===== config.mk =====
export PLATFORM = sky130hd
export DESIGN_NAME = dp_lane_map_top
export DESIGN_NICKNAME = d
export VERILOG_FILES = /design/src/verilog/dp_lane_map_pkg.sv /design/src/verilog/dp_reset_gen.sv /design/src/verilog/dp_tx_lane_map.sv /design/src/verilog/dp_rx_lane_map.sv /design/src/verilog/dp_status_led.sv /design/src/verilog/dp_lane_map_top.sv
export VERILOG_INCLUDE_DIRS = /design/src /design/src/verilog
export SDC_FILE = /design/constraint.sdc
export NUM_CORES = 1
export LEC_CHECK = 0
export ABC_AREA = 0
export CORE_AREA = 5 5 375 377
export DETAILED_ROUTE_END_ITERATION = 10
export DIE_AREA = 0 0 380 382
export DONT_BUFFER_PORTS = 1
export SLEW_MARGIN = 20
export SYNTH_ARGS = -nofsm -noshare
export SYNTH_HDL_FRONTEND = slang
export SYNTH_SLANG_ARGS = --single-unit

===== constraint.sdc =====
create_clock -name sys_clk_i -period 4.5 [get_ports sys_clk_i]
set_clock_uncertainty 0.05 [all_clocks]
set_input_delay 0.225 -clock sys_clk_i [delete_from_list [all_inputs] [get_ports sys_clk_i]]
set_output_delay 0.225 -clock sys_clk_i [all_outputs]
set_load 0.05 [all_outputs]

===== src/verilog/dp_lane_map_config.svh =====
// DP lane mapper configuration
// Lane counts, symbol and channel word layout, lane swaps and timing constants

`ifndef DP_LANE_MAP_CONFIG_SVH
`define DP_LANE_MAP_CONFIG_SVH

`define DP_LANES            4           // DP lanes and SERDES channels
`define DP_SPL              4           // Symbols per lane per clock
`define DP_TX_SYM_W         11          // Data, control, disparity value, disparity force
`define DP_RX_SYM_W         9           // Data and control
`define DP_TX_DVAL_BIT      9           // Disparity value (0-negative / 1-positive)
`define DP_TX_DFORCE_BIT    10          // Disparity force (0-automatic / 1-force)
`define DP_PHY_W            80          // SERDES channel word
`define DP_PHY_SLOT_W       10          // Symbol slot spacing
`define DP_PHY_DFORCE_LSB   40
`define DP_PHY_DVAL_LSB     44

// Channel maps, one 2-bit channel number per lane, lane 0 in the low bits
`define DP_CH_SEL_W         2
`define DP_TX_CH_MAP        8'hE1       // Lanes 0..3 -> channels 1, 0, 2, 3
`define DP_RX_CH_MAP        8'h4B       // Lanes 0..3 <- channels 3, 2, 0, 1

`define DP_RST_CNT_W        10
`define DP_HB_BEAT          25_000_000  // Heartbeat half-period in system cycles
`define DP_LED_W            8

`endif


===== src/verilog/dp_lane_map_pkg.sv =====
// DP lane mapper types
// Symbols, symbol buses and SERDES channel words shared by the mapper blocks

`include "dp_lane_map_config.svh"

package dp_lane_map_pkg;

    // Link symbols
    typedef logic [`DP_TX_SYM_W-1:0] tx_sym_t;
    typedef logic [`DP_RX_SYM_W-1:0] rx_sym_t;

    // Lane-major buses, symbol s of lane l at index l*SPL+s
    typedef tx_sym_t [`DP_LANES*`DP_SPL-1:0] tx_sym_bus_t;
    typedef rx_sym_t [`DP_LANES*`DP_SPL-1:0] rx_sym_bus_t;

    // SERDES side
    typedef logic [`DP_PHY_W-1:0] phy_word_t;
    typedef phy_word_t [`DP_LANES-1:0] phy_bus_t;     // Indexed by channel

    // Board LEDs
    typedef logic [`DP_LED_W-1:0] led_t;

endpackage


===== src/verilog/dp_reset_gen.sv =====
// Link reset generator
// Holds the link reset after PLL lock until a saturating counter runs out.
// Losing lock restarts the count.

`timescale 1ns/1ns
`default_nettype none

`include "dp_lane_map_config.svh"

module dp_reset_gen
(
    input  wire logic   sys_clk_i,
    input  wire logic   rst_n_i,
    input  wire logic   pll_lock_i,
    output logic        link_rst_o
);

    logic [`DP_RST_CNT_W-1:0] rst_cnt;

    always_ff @(posedge sys_clk_i or negedge rst_n_i)
    begin
        if (!rst_n_i)
        begin
            rst_cnt    <= '0;
            link_rst_o <= 1'b1;
        end
        else if (!pll_lock_i)
        begin
            // Lock lost, start over
            rst_cnt    <= '0;
            link_rst_o <= 1'b1;
        end
        else
        begin
            if (!(&rst_cnt))
                rst_cnt <= rst_cnt + 1'b1;  // Count while locked
            else
                link_rst_o <= 1'b0;         // Counter saturated
        end
    end

endmodule

`default_nettype wire


===== src/verilog/dp_tx_lane_map.sv =====
// Transmit lane mapper
// Packs the sixteen link symbols into four SERDES channel words, following
// the board lane swap. Data and control go into 10-bit slots, the disparity
// fields are gathered above them. Output is registered and held at zero
// during link reset.

`timescale 1ns/1ns
`default_nettype none

`include "dp_lane_map_config.svh"

module dp_tx_lane_map
(
    input  wire logic                           sys_clk_i,
    input  wire logic                           rst_n_i,
    input  wire logic                           link_rst_i,
    input  wire dp_lane_map_pkg::tx_sym_bus_t   tx_sym_i,
    output dp_lane_map_pkg::phy_bus_t           phy_tx_o
);

    localparam logic [`DP_LANES*`DP_CH_SEL_W-1:0] TX_CH_MAP = `DP_TX_CH_MAP;

    dp_lane_map_pkg::phy_bus_t tx_map;

    always_comb
    begin
        logic [`DP_CH_SEL_W-1:0]    ch;
        dp_lane_map_pkg::tx_sym_t   sym;

        tx_map = '0;    // Unused slot bits and 48-79 stay low
        for (int l = 0; l < `DP_LANES; l++)
        begin
            ch = TX_CH_MAP[l*`DP_CH_SEL_W +: `DP_CH_SEL_W];   // Target channel
            for (int s = 0; s < `DP_SPL; s++)
            begin
                sym = tx_sym_i[l*`DP_SPL + s];

                // Data and control flag
                tx_map[ch][s*`DP_PHY_SLOT_W +: `DP_RX_SYM_W] = sym[`DP_RX_SYM_W-1:0];

                // Disparity bits in symbol order
                tx_map[ch][`DP_PHY_DFORCE_LSB + s] = sym[`DP_TX_DFORCE_BIT];
                tx_map[ch][`DP_PHY_DVAL_LSB + s]   = sym[`DP_TX_DVAL_BIT];
            end
        end
    end

    always_ff @(posedge sys_clk_i or negedge rst_n_i)
    begin
        if (!rst_n_i)
            phy_tx_o <= '0;
        else if (link_rst_i)
            phy_tx_o <= '0;     // Quiet link while in reset
        else
            phy_tx_o <= tx_map;
    end

endmodule

`default_nettype wire


===== src/verilog/dp_rx_lane_map.sv =====
// Receive lane mapper
// Unpacks four SERDES channel words into sixteen receive symbols using the
// board receive lane swap. Slot bit 9 is dropped. Output is registered.

`timescale 1ns/1ns
`default_nettype none

`include "dp_lane_map_config.svh"

module dp_rx_lane_map
(
    input  wire logic                       sys_clk_i,
    input  wire logic                       rst_n_i,
    input  wire dp_lane_map_pkg::phy_bus_t  phy_rx_i,
    output dp_lane_map_pkg::rx_sym_bus_t    rx_sym_o
);

    localparam logic [`DP_LANES*`DP_CH_SEL_W-1:0] RX_CH_MAP = `DP_RX_CH_MAP;

    dp_lane_map_pkg::rx_sym_bus_t rx_map;

    always_comb
    begin
        logic [`DP_CH_SEL_W-1:0] ch;

        for (int l = 0; l < `DP_LANES; l++)
        begin
            // Source channel for this lane
            ch = RX_CH_MAP[l*`DP_CH_SEL_W +: `DP_CH_SEL_W];
            for (int s = 0; s < `DP_SPL; s++)
                rx_map[l*`DP_SPL + s] = phy_rx_i[ch][s*`DP_PHY_SLOT_W +: `DP_RX_SYM_W];
        end
    end

    // Not gated by link reset
    always_ff @(posedge sys_clk_i or negedge rst_n_i)
    begin
        if (!rst_n_i)
            rx_sym_o <= '0;
        else
            rx_sym_o <= rx_map;
    end

endmodule

`default_nettype wire


===== src/verilog/dp_status_led.sv =====
// Status LEDs
// Bit 0 is the system heartbeat, running once the link reset is released.
// Bit 1 shows all SERDES channels ready, bit 2 the hot-plug level.

`timescale 1ns/1ns
`default_nettype none

`include "dp_lane_map_config.svh"

module dp_status_led
#(
    parameter int HB_BEAT = `DP_HB_BEAT     // Half-period in system cycles
)
(
    input  wire logic                   sys_clk_i,
    input  wire logic                   rst_n_i,
    input  wire logic                   link_rst_i,
    input  wire logic [`DP_LANES-1:0]   phy_rdy_i,
    input  wire logic                   hpd_n_i,
    output dp_lane_map_pkg::led_t       led_o
);

    localparam int HB_CNT_W = (HB_BEAT > 1) ? $clog2(HB_BEAT) : 1;
    localparam logic [HB_CNT_W-1:0] HB_LAST = HB_CNT_W'(HB_BEAT - 1);

    logic [HB_CNT_W-1:0]    hb_cnt;
    logic                   hb;
    logic                   rdy_q;
    logic                   hpd_q;

    // Heartbeat
    always_ff @(posedge sys_clk_i or negedge rst_n_i)
    begin
        if (!rst_n_i)
        begin
            hb_cnt <= '0;
            hb     <= 1'b0;
        end
        else if (link_rst_i)
        begin
            hb_cnt <= '0;
            hb     <= 1'b0;
        end
        else if (hb_cnt == HB_LAST)
        begin
            hb_cnt <= '0;
            hb     <= ~hb;      // Toggle every HB_BEAT cycles
        end
        else
            hb_cnt <= hb_cnt + 1'b1;
    end

    always_ff @(posedge sys_clk_i or negedge rst_n_i)
    begin
        if (!rst_n_i)
        begin
            rdy_q <= 1'b0;
            hpd_q <= 1'b0;
        end
        else
        begin
            rdy_q <= &phy_rdy_i;    // All channels ready
            hpd_q <= ~hpd_n_i;      // Hot plug pin is inverted on the board
        end
    end

    always_comb
    begin
        led_o    = '0;  // Upper LEDs unused
        led_o[0] = hb;
        led_o[1] = rdy_q;
        led_o[2] = hpd_q;
    end

endmodule

`default_nettype wire


===== src/verilog/dp_lane_map_top.sv =====
// DP lane mapper top level
// Link reset generation, transmit and receive lane mapping between the DP
// link layers and a quad SERDES, and the board status LEDs.

`timescale 1ns/1ns
`default_nettype none

`include "dp_lane_map_config.svh"

module dp_lane_map_top
#(
    parameter int HB_BEAT = `DP_HB_BEAT
)
(
    // Clock and reset
    input  wire logic                           sys_clk_i,
    input  wire logic                           rst_n_i,
    input  wire logic                           pll_lock_i,     // System PLL lock

    // Transmit link
    input  wire dp_lane_map_pkg::tx_sym_bus_t   tx_sym_i,
    output dp_lane_map_pkg::phy_bus_t           phy_tx_o,

    // Receive link
    input  wire dp_lane_map_pkg::phy_bus_t      phy_rx_i,
    output dp_lane_map_pkg::rx_sym_bus_t        rx_sym_o,

    // Status
    input  wire logic [`DP_LANES-1:0]           phy_rdy_i,      // SERDES channel ready
    input  wire logic                           hpd_n_i,        // Hot plug, active low
    output dp_lane_map_pkg::led_t               led_o,
    output logic                                link_rst_o
);

    logic link_rst;

    // Link reset
    dp_reset_gen
    i_dp_reset_gen
    (
        .sys_clk_i      (sys_clk_i),
        .rst_n_i        (rst_n_i),
        .pll_lock_i     (pll_lock_i),
        .link_rst_o     (link_rst)
    );

    // Transmit mapping
    dp_tx_lane_map
    i_dp_tx_lane_map
    (
        .sys_clk_i      (sys_clk_i),
        .rst_n_i        (rst_n_i),
        .link_rst_i     (link_rst),
        .tx_sym_i       (tx_sym_i),
        .phy_tx_o       (phy_tx_o)
    );

    // Receive mapping
    dp_rx_lane_map
    i_dp_rx_lane_map
    (
        .sys_clk_i      (sys_clk_i),
        .rst_n_i        (rst_n_i),
        .phy_rx_i       (phy_rx_i),
        .rx_sym_o       (rx_sym_o)
    );

    // LEDs
    dp_status_led
    #(
        .HB_BEAT        (HB_BEAT)
    )
    i_dp_status_led
    (
        .sys_clk_i      (sys_clk_i),
        .rst_n_i        (rst_n_i),
        .link_rst_i     (link_rst),
        .phy_rdy_i      (phy_rdy_i),
        .hpd_n_i        (hpd_n_i),
        .led_o          (led_o)
    );

    assign link_rst_o = link_rst;

endmodule

`default_nettype wire


==> flow_summary.json <==
{
  "holdWs_ns": -0.783,
  "clk_latency_ns": 0.63,
  "synth_area_per_cell_um2": 14.2,
  "yosys_register_bits": 359,
  "cts_tree": "yes",
  "path_clk_slew_ns": 0.06,
  "place_congestion": 0.758,
  "post-route-period-util_pct": 52.9,
  "power_density_nw_per_um2": 445,
  "worst_pin_slew_ns": 1.03,
  "seq_area_um2": 8990,
  "core_um2": 137000,
  "stdcell_area_um2": 19000,
  "path_class": "register to output pin",
  "ys_seq_area_share_pct": 73.4,
  "numPortBuffers": 0,
  "multi_input_area_um2": 2550,
  "cts_hold_buf": 324,
  "dr.first_iter.drc_count": 410,
  "violations": "negative hold slack",
  "synth_cells": 861,
  "fmax_ghz": 0.420,
  "h-tree-depth": 2,
  "drive_gt1_share_pct": 7.52,
  "netlist_area_um2": 12200,
  "initial_core_util_pct": 8.95,
  "critPathRequiredTime_ns": 4.22,
  "cp_slowest_stage_delay_ns": 0.95,
  "cp.arrival_ns": 2.11,
  "worstSetupEndpointType": "output pin",
  "leakage_uw": 0.00789,
  "critPathBufInv": 1,
  "drc_errors": 0,
  "fp.dieH_um": 382,
  "clock_path_buffers": 3,
  "use_met1_pct": 12.9,
  "clock_sinks": 359,
  "vdd_ir_drop_max_uv": 310,
  "grt_pass1_vias": 8626,
  "cap_violations": 0,
  "status": "finished, violations left",
  "slew_headroom_pct": 31.6,
  "met3_usage_pct": 6.65,
  "fin_crit_ns": 2.38,
  "ys_warn_count": 0,
  "grt_pass1_wl_mm": 103,
  "grt_max_degree": 360,
  "final_cell_mix": "358 x dfrtp_1, 324 x dlygate4sd3_1, 177 x nor2b_1, 149 x conb_1, 49 x clkbuf_16",
  "die-area_um2": 145000,
  "worstPathCellList": "buf_4",
  "syn2layout_area_growth_pct": 54.8,
  "dpl_cell_area_um2": 13800,
  "crit_family": "flip-flops",
  "synth_cell_type_count": 32,
  "routed_wl_mm": 84.0,
  "worst_setup_path_start_kind": "register",
  "worst_path_max_delay_cell": "dfstp_4",
  "wl_per_cell_um": 27.2,
  "antenna_found_initial": 79,
  "vias": 8015,
  "slew_viol_final": 0,
  "setup_viol": 0,
  "io_pins": 977,
  "met2_usage_pct": 17.2,
  "post_cts_buffers": 0,
  "fin_setup_tns_ns": 0,
  "post_cts_resize_count": 0,
  "fin_nets": 1715,
  "crit_fanout": 41,
  "hold_viol": 359,
  "dp_hpwl_mm": 69.4,
  "grt-ovfl-total": 0,
  "chipWidth_um": 380,
  "grt_use_total_pct": 11.1,
  "min_path_type": "input port to asynchronous set/reset pin",
  "drtPass1Iterations": 6,
  "post_drt_via_cell_ratio": 2.59,
  "rsz0062_at_grt": "false",
  "numCtsBuffers": 49,
  "top_usage_layer": "met2",
  "ant_nets": 0,
  "layout_commonest_cell": "dfrtp_1",
  "fp-row-count": 136,
  "cts_root_buf": "clkbuf_16",
  "fillerInstances": 15400
}
power by group:
part / internal [uW] / total, uW / switching [uW]
clock network: 2490 / 4190 / 1700
logic: 213 / 595 / 383
registers: 3290 / 3640 / 343
final timing paths:
check | startpoint | endpoint | slack [ns] | cells past startpoint
worst max-delay path | i_dp_reset_gen.link_rst_o | link_rst_o | 2.12 | 1
worst min-delay path | rst_n_i | i_dp_tx_lane_map.phy_tx_o[46] | -0.78 | 0
worst max register to register | i_dp_status_led.hb_cnt[9] | i_dp_status_led.hb_cnt[14] | 2.15 | 4
worst min register to register | i_dp_status_led.hb_cnt[0] | i_dp_status_led.hb_cnt[0] | 0.45 | 1
max in group asynchronous | rst_n_i | i_dp_status_led.rdy_q | 4.30 | 0
min in group sys_clk_i | phy_rx_i[88] | i_dp_rx_lane_map.rx_sym_o[116] | 0.09 | 1
synthesized netlist by cell type (all sizes together):
library cell	instances	area (um^2)
and4	5	45.0
dfstp	1	26.3
nand4b	1	8.76
o211a	2	20.0
or4	9	71.3
nand2	14	52.6
ha	2	25.0
o31ai	7	52.6
a21oi	16	80.1
a311oi	1	8.76
nor3	3	15.0
mux2i	1	10.0
xnor2	11	96.3
nor2b	177	1110
inv	3	11.3
clkbuf	24	90.1
o21bai	1	18.8
o21ai	3	15.0
nor4	2	12.5
nand3	13	65.1
and2	2	12.5
xor2	9	78.8
buf	154	1160
conb	1	3.75
nand3b	1	7.51
and3	1	6.26
or3	6	37.5
dfrtp	358	8960
nor2	23	86.3
nand4	10	62.6
kinds of logic after synthesis:
family | after synthesis | share of synthesized area (%)
flops | 359 | 73.4
simple gates | 267 | 13.0
buf+inv | 181 | 10.3
compound gates | 30 | 1.59
xor+xnor | 20 | 1.43
fa+ha+maj | 2 | 0.204
other cells | 1 | 0.0306
mux | 1 | 0.0818
state kept, by name, indices dropped and copies added (netlist names):
signal / cells
i_dp_status_led.hb_cnt: 25
i_dp_status_led.hb: 1
i_dp_status_led.hpd_q: 1
i_dp_status_led.rdy_q: 1
i_dp_rx_lane_map.rx_sym_o: 144
i_dp_reset_gen.rst_cnt: 10
i_dp_reset_gen.link_rst_o: 1
i_dp_tx_lane_map.phy_tx_o: 176
routing by layer:
metal | wire length, um | vias to the layer above
met5 | 242 | -
met4 | 2580 | 36
met3 | 11900 | 149
met2 | 37200 | 591
met1 | 32100 | 4041
li1 | - | 3198
cell type report:
cell class	instances	area share, %
Antenna cell	47	0.621
Clock buffer	64	7.29
Clock inverter	28	1.92
Inverter	3	0.0594
Multi-Input combinational cell	469	13.5
Sequential cell	359	47.4
Tap cell	1794	11.8
Timing Repair Buffer	327	17.4
per-stage QoR:
stage,worst slack (ns),total power (uW),hold slack (ns),cells,utilization [%]
3_3_place_gp,2.16,4000,-0.112,2628,10.1
5_1_grt,1.91,8760,-0.840,3061,13.8
3_5_place_dp,2.14,4000,-0.114,2628,10.1
2_1_floorplan,2.47,4020,-0.121,1009,-
6_report,2.12,8430,-0.783,3091,13.9
4_1_cts,1.97,8650,-0.862,3044,13.8
No activity file was read; power rests on OpenSTA's default activity.
